===== src/verilog/sync_fifo_defs.svh =====
// sizing and build choices shared by the FIFO subsystem and its memory

`ifndef SYNC_FIFO_DEFS_SVH
`define SYNC_FIFO_DEFS_SVH

//############################################################
// word and array geometry
//############################################################
`define FIFO_DW       32                    // bits per stored word
`define FIFO_DEPTH    16                    // words in the array
`define FIFO_AW       $clog2(`FIFO_DEPTH)   // address bits, derived

//############################################################
// controller options
//############################################################
`define FIFO_PROGFULL 12   // almost-full level, compared as "at least"
`define FIFO_REG      1    // 1 = memory output register, adds a read stage

`endif


===== src/verilog/sync_fifo_pkg.sv =====
// shared vector types, memory port structs and self-test states for the FIFO subsystem

`include "sync_fifo_defs.svh"

package sync_fifo_pkg;

   // widths with a meaning
   typedef logic [`FIFO_DW-1:0] data_t;   // one FIFO word
   typedef logic [`FIFO_AW-1:0] addr_t;   // memory address
   typedef logic [`FIFO_AW:0]   ptr_t;    // pointer, msb is the wrap flag
   typedef logic [`FIFO_AW:0]   count_t;  // stored words, reaches DEPTH

   // one write into the array
   typedef struct packed {
      logic  en;     // write strobe
      addr_t addr;   // target word
      data_t data;   // full word, no mask
   } mem_wr_s;

   // one read request, data returns after the read latency
   typedef struct packed {
      logic  en;     // read strobe
      addr_t addr;   // source word
   } mem_rd_s;

   // self-test sequencer
   typedef enum logic [2:0] {
      idle,          // waiting for start
      write_pat,     // write pattern A everywhere
      read_pat,      // read back and check A
      write_inv,     // write inverse of A
      read_inv,      // read back and check inverse
      drain,         // let in-flight reads land
      finish         // one cycle done pulse
   } bist_state_t;

endpackage


===== src/verilog/mem_dual_port.sv =====
// dual-port word memory with synchronous read, optional output stage and self-test port mux
`timescale 1ns/1ps
`include "sync_fifo_defs.svh"

module mem_dual_port #(
   parameter int REG = 1                        // 1 = extra output register
) (
   input  logic                   clk,          // clock
   input  sync_fifo_pkg::mem_wr_s wr,           // functional write
   input  sync_fifo_pkg::mem_rd_s rd,           // functional read
   input  logic                   bist_en,      // test port owns the memory
   input  sync_fifo_pkg::mem_wr_s bist_wr,      // test write
   input  sync_fifo_pkg::mem_rd_s bist_rd,      // test read
   output sync_fifo_pkg::data_t   rd_data       // read word
);

   import sync_fifo_pkg::*;

   mem_wr_s wr_sel;                      // write request after the mux
   mem_rd_s rd_sel;                      // read request after the mux
   data_t   mem_array [`FIFO_DEPTH];     // storage, no reset like a real RAM
   data_t   rd_q;                        // first read stage

   //############################################################
   // port select
   //############################################################
   // test port takes over both ports while bist_en is high
   assign wr_sel = bist_en ? bist_wr : wr;
   assign rd_sel = bist_en ? bist_rd : rd;

   //############################################################
   // array and read stage
   //############################################################
   always_ff @(posedge clk)
   begin
      if (wr_sel.en)
         mem_array[wr_sel.addr] <= wr_sel.data;   // full word write
   end

   // read before write on an address collision
   always_ff @(posedge clk)
   begin
      if (rd_sel.en)
         rd_q <= mem_array[rd_sel.addr];
   end

   //############################################################
   // optional output register
   //############################################################
   generate
      if (REG != 0)
      begin : g_out_reg
         logic  rd_en_q;   // a read landed in rd_q last edge
         data_t out_q;     // second stage

         always_ff @(posedge clk)
         begin
            rd_en_q <= rd_sel.en;
         end

         // load only behind a read, so the word stays put otherwise
         always_ff @(posedge clk)
         begin
            if (rd_en_q)
               out_q <= rd_q;
         end

         assign rd_data = out_q;
      end
      else
      begin : g_no_reg
         assign rd_data = rd_q;   // one cycle read latency
      end
   endgenerate

endmodule


===== src/verilog/fifo_sync.sv =====
// synchronous FIFO controller with wrap-flagged pointers, level flags and its dual-port memory
`timescale 1ns/1ps
`include "sync_fifo_defs.svh"

module fifo_sync #(
   parameter int REG      = 1,                  // memory output register present
   parameter int PROGFULL = 12                  // almost-full level
) (
   input  logic                   clk,          // clock
   input  logic                   nreset,       // async reset, active low
   input  logic                   clear,        // sync clear, wins over write/read
   input  logic                   write,        // write strobe
   input  sync_fifo_pkg::data_t   din,          // write word
   input  logic                   read,         // read strobe
   input  logic                   bist_en,      // self-test owns the memory
   input  logic                   bist_done,    // self-test finished, drop contents
   input  sync_fifo_pkg::mem_wr_s bist_wr,      // test write request
   input  sync_fifo_pkg::mem_rd_s bist_rd,      // test read request
   output sync_fifo_pkg::data_t   dout,         // read word
   output logic                   full,         // no room
   output logic                   empty,        // nothing to read
   output sync_fifo_pkg::count_t  count,        // stored words
   output logic                   progfull,     // count at or above PROGFULL
   output sync_fifo_pkg::data_t   mem_data      // raw memory read data
);

   import sync_fifo_pkg::*;

   localparam int aw = `FIFO_AW;    // address part of a pointer

   ptr_t    wr_ptr;       // next slot to write
   ptr_t    rd_ptr;       // next slot to read
   logic    ptr_match;    // same address, wrap bits decide full/empty
   logic    ptr_full;
   logic    ptr_empty;
   logic    empty_now;    // unregistered empty, forced during test
   logic    empty_reg;    // empty delayed to match the output register
   logic    fifo_write;   // accepted write
   logic    fifo_read;    // accepted read
   mem_wr_s mem_wr;
   mem_rd_s mem_rd;
   data_t   rd_data;

   //############################################################
   // flags
   //############################################################
   assign ptr_match = (wr_ptr[aw-1:0] == rd_ptr[aw-1:0]);
   assign ptr_full  = ptr_match & (wr_ptr[aw] != rd_ptr[aw]);   // writer lapped
   assign ptr_empty = ptr_match & (wr_ptr[aw] == rd_ptr[aw]);

   // both flags read high while self-test has the memory
   assign full      = ptr_full | bist_en;
   assign empty_now = ptr_empty | bist_en;

   always_ff @(posedge clk or negedge nreset)
   begin
      if (!nreset)
         empty_reg <= 1'b1;
      else
         empty_reg <= empty_now;
   end

   assign empty = (REG != 0) ? empty_reg : empty_now;

   // pointer difference, wrap flag makes DEPTH reachable
   assign count    = wr_ptr - rd_ptr;
   assign progfull = (count >= count_t'(PROGFULL));

   // a lagging registered empty must not let a read through
   assign fifo_write = write & ~full;
   assign fifo_read  = read & ~(empty | empty_now);

   //############################################################
   // pointers
   //############################################################
   always_ff @(posedge clk or negedge nreset)
   begin
      if (!nreset)
      begin
         wr_ptr <= '0;
         rd_ptr <= '0;
      end
      else if (clear || bist_done)   // memory no longer holds FIFO data after test
      begin
         wr_ptr <= '0;
         rd_ptr <= '0;
      end
      else
      begin
         if (fifo_write)
            wr_ptr <= wr_ptr + 1'b1;
         if (fifo_read)
            rd_ptr <= rd_ptr + 1'b1;   // both moving keeps count steady
      end
   end

   //############################################################
   // memory
   //############################################################
   assign mem_wr = '{en: fifo_write, addr: wr_ptr[aw-1:0], data: din};
   assign mem_rd = '{en: fifo_read, addr: rd_ptr[aw-1:0]};

   mem_dual_port #(
      .REG     (REG)
   ) mem0 (
      .clk     (clk),
      .wr      (mem_wr),
      .rd      (mem_rd),
      .bist_en (bist_en),
      .bist_wr (bist_wr),
      .bist_rd (bist_rd),
      .rd_data (rd_data)
   );

   assign dout     = rd_data;   // word lands 1 or 2 edges after the read
   assign mem_data = rd_data;   // same word, seen by the test engine

endmodule


===== src/verilog/mem_bist.sv =====
// march self-test engine writing and checking address patterns through the memory test port
`timescale 1ns/1ps
`include "sync_fifo_defs.svh"

module mem_bist #(
   parameter int REG = 1                        // memory output register present
) (
   input  logic                   clk,          // clock
   input  logic                   nreset,       // async reset, active low
   input  logic                   start,        // start pulse, ignored when busy
   input  sync_fifo_pkg::data_t   rd_data,      // memory read data
   output logic                   bist_en,      // take over the memory
   output sync_fifo_pkg::mem_wr_s bist_wr,      // test write
   output sync_fifo_pkg::mem_rd_s bist_rd,      // test read
   output logic                   busy,         // passes running
   output logic                   done,         // one cycle at the end
   output logic                   fail          // sticky mismatch
);

   import sync_fifo_pkg::*;

   localparam int    lat       = REG + 1;                       // read latency in edges
   localparam addr_t last_addr = addr_t'(`FIFO_DEPTH - 1);
   localparam data_t pat_seed  = data_t'(64'hA5C3_96E1_5A3C_691E);

   bist_state_t      state;
   addr_t            addr;                 // walks every word each pass
   data_t            pat;                  // pattern A for this address
   data_t            expected;             // word a read should return
   logic             inv_pass;             // inverse passes
   logic [lat-1:0]   pipe_vld;             // reads in flight per stage
   data_t            pipe_exp [lat];       // expected words riding along

   //############################################################
   // sequencer
   //############################################################
   always_ff @(posedge clk or negedge nreset)
   begin
      if (!nreset)
      begin
         state <= idle;
         addr  <= '0;
      end
      else
      begin
         case (state)
            idle:
               if (start)
               begin
                  state <= write_pat;
                  addr  <= '0;
               end
            write_pat, read_pat, write_inv, read_inv:
            begin
               addr <= (addr == last_addr) ? '0 : addr + 1'b1;
               if (addr == last_addr)
               begin
                  case (state)
                     write_pat: state <= read_pat;
                     read_pat:  state <= write_inv;
                     write_inv: state <= read_inv;
                     default:   state <= drain;
                  endcase
               end
            end
            drain:
               if (~|pipe_vld)       // last compare done
                  state <= finish;
            default:
               state <= idle;        // finish
         endcase
      end
   end

   assign bist_en = (state != idle);                      // held through the done cycle
   assign busy    = (state != idle) && (state != finish);
   assign done    = (state == finish);

   //############################################################
   // test port requests
   //############################################################
   assign inv_pass = (state == write_inv) || (state == read_inv);
   assign pat      = data_t'(addr) ^ pat_seed;            // address dependent word
   assign expected = inv_pass ? ~pat : pat;

   always_comb
   begin
      bist_wr.en   = (state == write_pat) || (state == write_inv);
      bist_wr.addr = addr;
      bist_wr.data = expected;
      bist_rd.en   = (state == read_pat) || (state == read_inv);
      bist_rd.addr = addr;
   end

   //############################################################
   // compare pipe
   //############################################################
   always_ff @(posedge clk or negedge nreset)
   begin
      if (!nreset)
         pipe_vld <= '0;
      else
      begin
         pipe_vld[0] <= bist_rd.en;
         for (int i = 1; i < lat; i++)
            pipe_vld[i] <= pipe_vld[i-1];
      end
   end

   always_ff @(posedge clk)
   begin
      pipe_exp[0] <= expected;
      for (int i = 1; i < lat; i++)
         pipe_exp[i] <= pipe_exp[i-1];
   end

   // word at the pipe end lines up with rd_data
   always_ff @(posedge clk or negedge nreset)
   begin
      if (!nreset)
         fail <= 1'b0;
      else if ((state == idle) && start)
         fail <= 1'b0;                                    // fresh run
      else if (pipe_vld[lat-1] && (rd_data != pipe_exp[lat-1]))
         fail <= 1'b1;
   end

endmodule


===== src/verilog/fifo_subsys_top.sv =====
// FIFO subsystem top joining the FIFO controller and the memory self-test engine
`timescale 1ns/1ps
`include "sync_fifo_defs.svh"

module fifo_subsys_top (
   input  logic                  clk,          // clock
   input  logic                  nreset,       // async reset, active low
   input  logic                  clear,        // sync clear
   input  logic                  write,        // write strobe
   input  sync_fifo_pkg::data_t  din,          // write word
   output logic                  full,         // no room
   output logic                  progfull,     // almost full
   input  logic                  read,         // read strobe
   output sync_fifo_pkg::data_t  dout,         // read word
   output logic                  empty,        // nothing to read
   output sync_fifo_pkg::count_t count,        // stored words
   input  logic                  bist_start,   // self-test start pulse
   output logic                  bist_busy,    // self-test running
   output logic                  bist_done,    // self-test end pulse
   output logic                  bist_fail     // self-test mismatch seen
);

   import sync_fifo_pkg::*;

   logic    bist_en;     // memory handed to the test engine
   mem_wr_s bist_wr;
   mem_rd_s bist_rd;
   data_t   mem_data;    // raw read data back to the engine

   //############################################################
   // FIFO controller and memory
   //############################################################
   fifo_sync #(
      .REG       (`FIFO_REG),
      .PROGFULL  (`FIFO_PROGFULL)
   ) fifo0 (
      .clk       (clk),
      .nreset    (nreset),
      .clear     (clear),
      .write     (write),
      .din       (din),
      .read      (read),
      .bist_en   (bist_en),
      .bist_done (bist_done),   // clears pointers as the test ends
      .bist_wr   (bist_wr),
      .bist_rd   (bist_rd),
      .dout      (dout),
      .full      (full),
      .empty     (empty),
      .count     (count),
      .progfull  (progfull),
      .mem_data  (mem_data)
   );

   //############################################################
   // self-test engine
   //############################################################
   mem_bist #(
      .REG     (`FIFO_REG)    // compare latency follows the memory
   ) bist0 (
      .clk     (clk),
      .nreset  (nreset),
      .start   (bist_start),
      .rd_data (mem_data),
      .bist_en (bist_en),
      .bist_wr (bist_wr),
      .bist_rd (bist_rd),
      .busy    (bist_busy),
      .done    (bist_done),
      .fail    (bist_fail)
   );

endmodule


===== config.mk =====
export PLATFORM = sky130hd
export DESIGN_NAME = fifo_subsys_top
export DESIGN_NICKNAME = d
export VERILOG_FILES = /design/src/verilog/sync_fifo_pkg.sv /design/src/verilog/mem_dual_port.sv /design/src/verilog/fifo_sync.sv /design/src/verilog/mem_bist.sv /design/src/verilog/fifo_subsys_top.sv
export VERILOG_INCLUDE_DIRS = /design/src /design/src/verilog
export SDC_FILE = /design/constraint.sdc
export NUM_CORES = 1
export LEC_CHECK = 0
export ABC_AREA = 1
export BUFFER_PORTS_ARGS = -buffer_cell sky130_fd_sc_hd__buf_4
export CORE_ASPECT_RATIO = 1.75
export CORE_MARGIN = 2
export CORE_UTILIZATION = 45
export CTS_CLUSTER_SIZE = 28
export DETAILED_ROUTE_END_ITERATION = 16
export PLACE_DENSITY = 0.73
export SLEW_MARGIN = 10
export SYNTH_ARGS = -nofsm -noshare
export SYNTH_HDL_FRONTEND = slang
export SYNTH_SLANG_ARGS = --single-unit

===== constraint.sdc =====
create_clock -name clk -period 4.23 [get_ports clk]
set_input_delay 0.423 -clock clk [delete_from_list [all_inputs] [get_ports clk]]
set_output_delay 0.423 -clock clk [all_outputs]
set_load 0.02 [all_outputs]

# Word level (Yosys, flattened, before mapping)
# Memories as Yosys holds them, arrays and structs flattened. A register that Yosys moved wholly into a read port is not among the register bits.
# Cells that the tools add are included.
[word_totals] in_bits=38 output_inout_bits=43 register_bits=54 elab_cells=78 ram_bits=576 memories=2
[classes] addsub=4 mux=19 n_eq_ne=15 order_cmp=1 n_reduce_logical=17 n_bitwise=11
[memory_table] memory="fifo0.mem0.mem_array" words=16 width=32 rd=1 rd_clocked_by_memory_dff=1 wr=1 line="mem_dual_port.sv:21" source="data_t mem_array [`FIFO_DEPTH];"
[memory_table] memory="bist0.pipe_exp" words=2 width=32 rd=2 rd_clocked_by_memory_dff=0 wr=2 line="mem_bist.sv:32" source="data_t pipe_exp [lat];"
[ops] op="$mux 37" count=1
[ops] op="$mux 32" count=1
[ops] op="$ne 32x32->1" count=1
[ops] op="$not 31->32" count=1
[ops] op="$mux 5" count=5
[ops] op="$pmux 3 s3" count=2
[ops] op="$not 3->16" count=1
[ops] op="$add 5x1->5 const B" count=2
[ops] op="$eq 3x3->1 const B" count=3
[ops] op="$mux 3" count=3
[ops] op="$mux 4" count=2
[ops] op="$pmux 4 s2" count=1
[ops] op="$reduce_bool 2->1" count=4
[ops] op="$eq 3x2->1 const B" count=2
[ops] op="$ge 5x4->1 const B" count=1
[ops] op="$sub 5x5->5" count=1
[ops] op="$add 4x1->4 const B" count=1
[ops] op="$and 1x1->1" count=4
[ops] op="$eq 4x4->1" count=1
[ops] op="$eq 4x4->1 const B" count=1
[ops] op="$logic_or 1x1->1" count=4
[ops] op="$mux 1" count=4
[ops] op="$ne 2x2->1 const B" count=2
[ops] op="$reduce_or 4->1" count=1
[ops] op="other kinds (13)" count=18

# Depth between registers and ports, before layout
# Gate-level depths: netlist (run 1).
[logic_depth] depth_word=8 ltp_mapped=12 ltp_nobuf=11

# Cells and area by module
# From an unflattened synthesis (run 1), not the netlist that was laid out.
[hier_totals] hier_cells=2664 area_unflattened_um2=27646.5
[modules_own_cells] mod="mem_dual_port" seq_area_each_um2=17316.6 area_per_inst_um2=25117.8 cells_each=2312 n_inst=1
[modules_own_cells] mod="mem_bist" seq_area_each_um2=490.5 area_per_inst_um2=1405.1 cells_each=207 n_inst=1
[modules_own_cells] mod="fifo_sync" seq_area_each_um2=276.5 area_per_inst_um2=1123.6 cells_each=145 n_inst=1

# Worst setup path after synthesis (run 1)
# Ideal clock, no wire load.
[synth_path] path_type="register to register" startpoint="reg fifo0.rd_ptr[2]" endpoint="mem fifo0.mem0.mem_array[11][0] in the netlist's numbering (enable)" period_less_slack_ns=4.080 n_path_buf=0 path_stages_with_launch=10 arrival_time_ns=3.619 required_ns=3.769 setup_time_ns=0.461 slack_ns=0.150 cell_sequence="dfrtp_1 > inv_1 > ha_1 > nand4_1 > inv_1 > nand2_1 > nand3_2 > nand2_1 > nand3_1 > nor3_1"
[synth_between] elab_chain_len=8
[synth_lines] item="from (decl)" line="fifo_sync.sv:32" source="ptr_t rd_ptr;"
[synth_lines] item="from (signal assigned)" line="fifo_sync.sv:93" source="rd_ptr <= rd_ptr + 1'b1;"
[synth_lines] item="$eq 4x4->1" line="fifo_sync.sv:47" source="assign ptr_match = (wr_ptr[aw-1:0] == rd_ptr[aw-1:0]);"
[synth_lines] item="$and 1x1->1" line="fifo_sync.sv:48" source="assign ptr_full = ptr_match & (wr_ptr[aw] != rd_ptr[aw]);"
[synth_lines] item="$or 1x1->1" line="fifo_sync.sv:52" source="assign full = ptr_full | bist_en;"
[synth_lines] item="$not 1->1" line="fifo_sync.sv:70" source="assign fifo_write = write & ~full;"
[synth_lines] item="$and 1x1->1" line="fifo_sync.sv:70"
[synth_lines] item="$mux 37" line="mem_dual_port.sv:28" source="assign wr_sel = bist_en ? bist_wr : wr;"
[synth_lines] item="$mux 1" line="mem_dual_port.sv:36" source="if (wr_sel.en)"
[synth_lines] item="$mux 1 (implied by the code)" line="mem_dual_port.sv:37" source="mem_array[wr_sel.addr] <= wr_sel.data;"
[synth_lines] item="to (decl)" line="mem_dual_port.sv:21"
# No other way between the ends.

# Worst setup path in the final report (run 1)
[layout_path] startpoint="reg fifo0.rd_ptr[2]" endpoint="mem fifo0.mem0.mem_array[4][8] in the netlist's numbering (enable)"
# Same word-level chain as after synthesis.

==> impl_results.md, run 1 <==
- Worst setup SP type: register
- Sink Count: 610
- Final Skew: 0.0178 ns
- Initial Util: 45.4%
- Setup bufs post-CTS: 0
- Avg Inst Size Synth: 10.4 um2
- PwrDens: 857 mW/mm2
- Min Tclk post-route: 3.17 ns
- Setup repair after global routing missed its margin: no
- Vias/cell: 5.32
- Critical path type: reg2reg
- Hold Crit Class: in2reg
- Largest net degree at the start of global routing: 73
- Clk_lat worst skew: 0.60 ns
- Post-Syn Area: 0.0264 mm2
- Die area: 0.0606 mm2
- Max-cap viol count: 0
- Initial antenna violation count: 0
- Clock root cell: clkbuf_16
- Per-cell routed wire length: 19.8 um
- CTS tree: done
- Largest register by flop count: fifo0.mem0.mem_array
- Worst-margin pin slew: 1.23 ns
- Unique cell type count in the Yosys netlist: 33
- Leakage Power: 12.6 nW
- CP Capture Type: register
- Final period util: 74.9%
- Finish-stage setup viols: 0
- Clk slew on worst S/H paths: 0.07 ns
- Area delta synth->final: 13.0%
- Post-DP HPWL: 38.8 mm
- DR DRC count: 0
- Crit path DAT: 3.39 ns
- Number of DRC markers in iteration 0: 1625
- Slew headroom: 17.7%
- CORE AREA: 0.0581 mm2
- Max Fclk: 315 MHz
- Pre-antenna DRT Iters: 6
- Total CTS buffers: 50
- Synthesized netlist net count: 2580
- Pwr Total: 0.0255 W
- Die width: 187 um
- Final Hold Viols: 0
- GRT Overall Usage: 22.1%
- CP Max Fanout: 32
- Post-CTS Resized: 0
- Status: finished, final reports clean
- Layout cells sized above 1: 9.14%
- Most frequent cells in the layout: 743 x nand2_1, 576 x edfxtp_1, 495 x inv_1
- Most common cell after layout, fill and taps aside: nand2_1
- Grt ovf: 0
- Max clock buf depth: 3
- Fin nets: 2642
- Cell Rows: 117
- Post-synthesis register bit count: 610
- Antenna Cells: 0
- Vias: 18.1k
- Setup_tns: 0 ns
- Routed Antenna Nets: 0
- Placer Congestion: 0.875
- Height of the die: 324 um
- Worst VDD drop: 0.000800 V
- IO Pins: 81
- Syn Inst Count: 2534
- Port bufs: 80
- Largest register FFs: 512
- H-tree depth: 2
- Post-synthesis sequential area ratio: 68.6%
- Synth warn: 0
- Final Max Tran Viols: 0
- First-pass GRT wire length: 101 mm
- Number of global-route vias before repair: 18.1k
- Final WL: 67.4 mm
- Worst Path Required: 4.45 ns
==> kinds of logic after synthesis <==
kind of cell,count (synthesis),synth area share (%)
flops,610,68.6
compound gates,37,0.897
buf+inv,611,9.51
simple gates,1251,20.0
xor+xnor,17,0.565
fa+ha+maj,8,0.408
==> worst max-delay path: stages, from the launching register on <==
cell and delay, ns:
dfrtp_1 0.48, inv_1 0.11, ha_1 0.36, nand4_1 0.14
inv_1 0.07, nand2_1 0.09, nand3_2 0.13, nand2_1 0.22
nand3_1 0.39, nor2_4 0.19, buf_4 0.55
==> synthesized netlist by cell type <==
cell | instances | share of area (%)
nand2_2 | 3 | 0.071
buf_4 | 24 | 0.68
inv_2 | 3 | 0.043
o22ai_1 | 1 | 0.024
nor2_4 | 1 | 0.043
inv_1 | 495 | 7.0
nor3_1 | 5 | 0.095
buf_1 | 3 | 0.043
dfstp_2 | 1 | 0.10
nand3_1 | 435 | 8.3
nand2_1 | 746 | 11
nor2_1 | 53 | 0.75
o32ai_1 | 1 | 0.033
dfxtp_1 | 13 | 0.99
a21o_1 | 1 | 0.028
nand3b_1 | 1 | 0.028
dfrtp_1 | 20 | 1.9
fa_1 | 1 | 0.076
o21ai_0 | 18 | 0.34
o21ai_1 | 1 | 0.019
edfxtp_1 | 576 | 66
xor2_1 | 13 | 0.43
clkbuf_1 | 7 | 0.10
o21ai_4 | 1 | 0.062
nand3_2 | 1 | 0.038
ha_1 | 7 | 0.33
a21oi_1 | 5 | 0.095
nand4_1 | 6 | 0.14
o31ai_1 | 1 | 0.028
buf_6 | 4 | 0.17
o21ai_2 | 8 | 0.27
xnor2_1 | 4 | 0.13
buf_2 | 75 | 1.4
==> power breakdown <==
part | switching, W | total, W | internal [W]
Combinational | 0.00772 | 0.0104 | 0.00271
Sequential | 0.000537 | 0.0100 | 0.00948
Clock | 0.00212 | 0.00508 | 0.00296
Total | 0.0104 | 0.0255 | 0.0151
==> layer usage <==
metal  wire (um)  vias up  track usage [%]
li1            -     8268                -
met1       23800     8733             25.1
met2       34900      922             40.6
met3        5180      209             2.88
met4        3540        0             11.9
met5           0        -                0
==> final timing paths <==
kind,endpoint,from,slack (ns),depth (start not counted)
max reg2reg,fifo0.mem0.mem_array[4][8],fifo0.rd_ptr[2],1.06,10
max in group asynchronous,fifo0.empty,nreset,3.70,2
min in group asynchronous,fifo0.wr_ptr[3],nreset,0.25,2
min reg2reg,bist0.pipe_exp[0][61],bist0.pipe_exp[0][31],0.33,0
min,fifo0.wr_ptr[4],write,0.19,3
max,fifo0.mem0.mem_array[4][8],fifo0.rd_ptr[2],1.06,10
==> repair_timing <==
action / 4_1_cts / 5_1_grt
setup endpoints to repair: 0 / 0
endpoints found under the hold margin: 21 / 0
hold buffers: 1 / 0
==> per-stage QoR <==
stage | instances | area [um2] | hold WS (ns) | worst slack, ns | util (%)
after floorplan | 2534 | 26400 | 0.127 | 0.150 | -
after global placement | 3316 | 28000 | 0.310 | 1.20 | 48.1
after detailed placement | 3316 | 28000 | 0.312 | 1.13 | 48.1
final | 3411 | 29800 | 0.192 | 1.06 | 51.3
after CTS | 3411 | 29800 | 0.168 | 1.11 | 51.3
after global routing | 3411 | 29800 | 0.206 | 0.956 | 51.3
==> cell type report <==
cell class / instances / area (um2)
Fill cell: 4866 / 28300
Sequential cell: 610 / 18100
Multi-Input combinational cell: 1313 / 5940
Inverter: 498 / 1870
Clock buffer: 63 / 1390
Timing Repair Buffer: 123 / 1130
Tap cell: 773 / 967
Clock inverter: 31 / 414
No activity file was read; power rests on OpenSTA's default activity.
==> run 2, diff against run 1 <==
- PLACE_DENSITY: 0.73 -> 0.71
- clock period: 4.23 -> 3 ns (I/O delays scaled with it)
==> impl_results.md, run 2 (synthesized netlist as in run 1, its figures left out) <==
- Finish-stage setup viols: 0 (unchanged)
- Part of the power in registers: 39.0% (-0.2 points)
- Hold Crit Class: in2reg
- Max incr delay on CP: 0.46 ns (-0.09 ns)
- Min Tclk post-route: 2.89 ns (-0.276 ns)
- Layout cells sized above 1: 9.65% (+0.51 points)
- Antenna Cells: 0 (unchanged)
- Leakage Power: 12.7 nW (+0.32%)
- Final Skew: 0.0246 ns (+0.00684 ns)
- Largest net degree at the start of global routing: 91 (+25%)
- Initial Util: 45.4% (unchanged)
- R2R Path End: fifo0.mem0.mem_array[15][2]
- Max Fclk: 346 MHz (+9.6%)
- Clock share of power: 18.5% (-1.4 points)
- Worst VDD drop: 0.000824 V (+3.0%)
- Clock root cell: clkbuf_16
- Per-cell routed wire length: 19.2 um (-2.7%)
- Grt ovf: 0 (unchanged)
- Sink Count: 610 (unchanged)
- Largest register by flop count: fifo0.mem0.mem_array
- Sw Ratio: 41.2% (+0.56 points)
- Final WL: 65.9 mm (-2.2%)
- Final Max Tran Viols: 0 (unchanged)
- # fillers: 4956 (+1.8%)
- Final setup margin: 0.106 ns (-0.954 ns)
- Critical path's slowest cell: dfrtp_1
- PwrDens: 1200 mW/mm2 (+40%)
- Setup crit end: fifo0.mem0.mem_array[15][2]
- Cell mode on critical path: nand2_1
- Max-cap viol count: 0 (unchanged)
- Setup repair after global routing missed its margin: no
- Setup bufs post-CTS: 0 (unchanged)
- FF/Latch Area: 0.0181 mm2 (unchanged)
- Routed Antenna Nets: 0 (unchanged)
- Final period util: 96.5% (+22 points)
- Port bufs: 80 (unchanged)
- Worst-margin pin slew: 1.01 ns (-0.221 ns)
- Internal power: 0.0211 W (+39%)
- Max clock buf depth: 3 (unchanged)
- Number of DRC markers in iteration 0: 1436 (-12%)
- Clk slew on worst S/H paths: 0.06 ns (about the same)
- Fin nets: 2661 (+0.72%)
- WL met2: 34.3 mm (-1.6%)
- Post-DP HPWL: 40.9 mm (+5.4%)
- Critical path type: reg2reg
- Status: finished, final reports clean
- Most frequent cells in the layout: 743 x nand2_1, 576 x edfxtp_1, 495 x inv_1
- Number of global-route vias before repair: 17.8k (-1.5%)
- Met3 wire length: 4.90 mm (-5.5%)
- Placement Cell Area: 0.0282 mm2 (+0.87%)
- Placer Congestion: 0.851 (-2.7%)
- Worst setup startpoint: fifo0.rd_ptr[2]
- H-tree depth: 2 (unchanged)
- Height of the die: 324 um (unchanged)
- Launch point of the worst reg-to-reg path: fifo0.rd_ptr[2]
- Worst Path Required: 3.23 ns (-1.22 ns)
- Metal-1 WL: 24.0 mm (+0.70%)
- Final Hold Viols: 0 (unchanged)
- Hold path start: write
- DR DRC count: 0 (unchanged)
- Area taken by multi-input logic gates: 0.00596 mm2 (+0.19%)
- Die area: 0.0606 mm2 (unchanged)
- Vias/cell: 5.18 (-2.5%)
- Cell Rows: 117 (unchanged)
- Most common cell after layout, fill and taps aside: nand2_1
- Area delta synth->final: 13.3%
- CP Capture Type: register
- Minimum setup slack among reg-to-reg paths: 0.11 ns (-0.95 ns)
- Die width: 187 um (unchanged)
- IO Pins: 81 (unchanged)
- Highest metal used: met4
- CTS tree: done
- DP Cell Count: 3336 (+0.60%)
- First-pass GRT wire length: 101 mm (-0.26%)
- Pre-antenna DRT Iters: 5 (-1)
- NetSw: 0.0148 W (+43%)
- CP Cell Sequence: inv_1 -> ha_1 -> nand4_1 -> inv_1 -> nand2_1 -> nand3_2 -> nand2_1 -> nand2_1 -> nor2_4 -> buf_4
- Cell area after layout: 0.0299 mm2 (+0.27%)
- Vias: 17.8k (-2.1%)
- Gate power share: 42.5% (+1.6 points)
- Clk_lat worst skew: 0.59 ns (about the same)
- Largest register FFs: 512 (unchanged)
- Slew headroom: 32.8% (+15 points)
- Final non-filler cell total: 3427 (+0.47%)
- Hold depth: 3 (unchanged)
- R2R cell count: 10 (unchanged)
- CORE AREA: 0.0581 mm2 (unchanged)
- Worst setup SP type: register
- Setup slack after placement: 0.0446 ns (-1.08 ns)
- Hold Slack: 0.107 ns (-0.0847 ns)
- Crit path DAT: 3.12 ns (-0.27 ns)
- CP Max Fanout: 19 (-41%)
- Initial antenna violation count: 1 (+1)
- Total CTS buffers: 49 (-2.0%)
- GRT Overall Usage: 21.9% (-0.21 points)
-- run 2: power by group through the flow --
| stage | clock [W] | sequential, W | combinational [W] |
|---|---|---|---|
| after floorplan | 0 | 0.0141 | 0.00955 |
| after global placement | 0 | 0.0142 | 0.0147 |
| after detailed placement | 0 | 0.0142 | 0.0152 |
| after CTS | 0.00675 | 0.0141 | 0.0153 |
| after global routing | 0.00701 | 0.0142 | 0.0168 |
| final | 0.00665 | 0.0140 | 0.0153 |
-- run 2: timing repair --
item                       4_1_cts  5_1_grt
hold endpoints to repair        21        0
hold buffers                     1        0
setup endpoints to repair        4        0
resized for setup                1        0
-- run 2: worst min path at each step --
| stage | slack (ns) | to |
|---|---|---|
| 2_1_floorplan | 0.004 | bist0.addr[0] |
| 3_3_place_gp | 0.20 | bist0.addr[0] |
| 3_5_place_dp | 0.21 | fifo0.rd_ptr[1] |
| 4_1_cts | 0.08 | fifo0.wr_ptr[4] |
| 5_1_grt | 0.09 | fifo0.wr_ptr[4] |
| 6_report | 0.11 | fifo0.wr_ptr[4] |
-- run 2: per-layer routing --
metal / track usage [%] / vias to the layer above
met5: 0 / -
met3: 3.33 / 163
met4: 9.79 / 0
li1: - / 8305
met1: 25.3 / 8508
met2: 40.3 / 779
-- run 2: critical path, delay by kind of cell, from the launching register on --
kind,cells,cell delay (ns)
flip-flops,1,0.46
AND/OR/NAND/NOR,6,1.14
buffers and inverters,3,0.55
adder cells (fa/ha/maj),1,0.37
-- run 2: area by class of cell --
cell class	instances	area share (%)
Sequential cell	610	60.5
Multi-Input combinational cell	1313	19.9
Inverter	498	6.26
Timing Repair Buffer	143	4.56
Clock buffer	55	4.25
Tap cell	773	3.24
Clock inverter	35	1.24
-- run 2: metrics by stage --
| stage | util, % | setup TNS, ns | total power, W |
|---|---|---|---|
| detailed placement | 48.6 | 0 | 0.0294 |
| CTS | 51.4 | 0 | 0.0361 |
| global placement | 48.6 | 0 | 0.0289 |
| global route | 51.4 | 0 | 0.0380 |
| finish | 51.4 | 0 | 0.0359 |
| floorplan | - | -50.45 | 0.0237 |
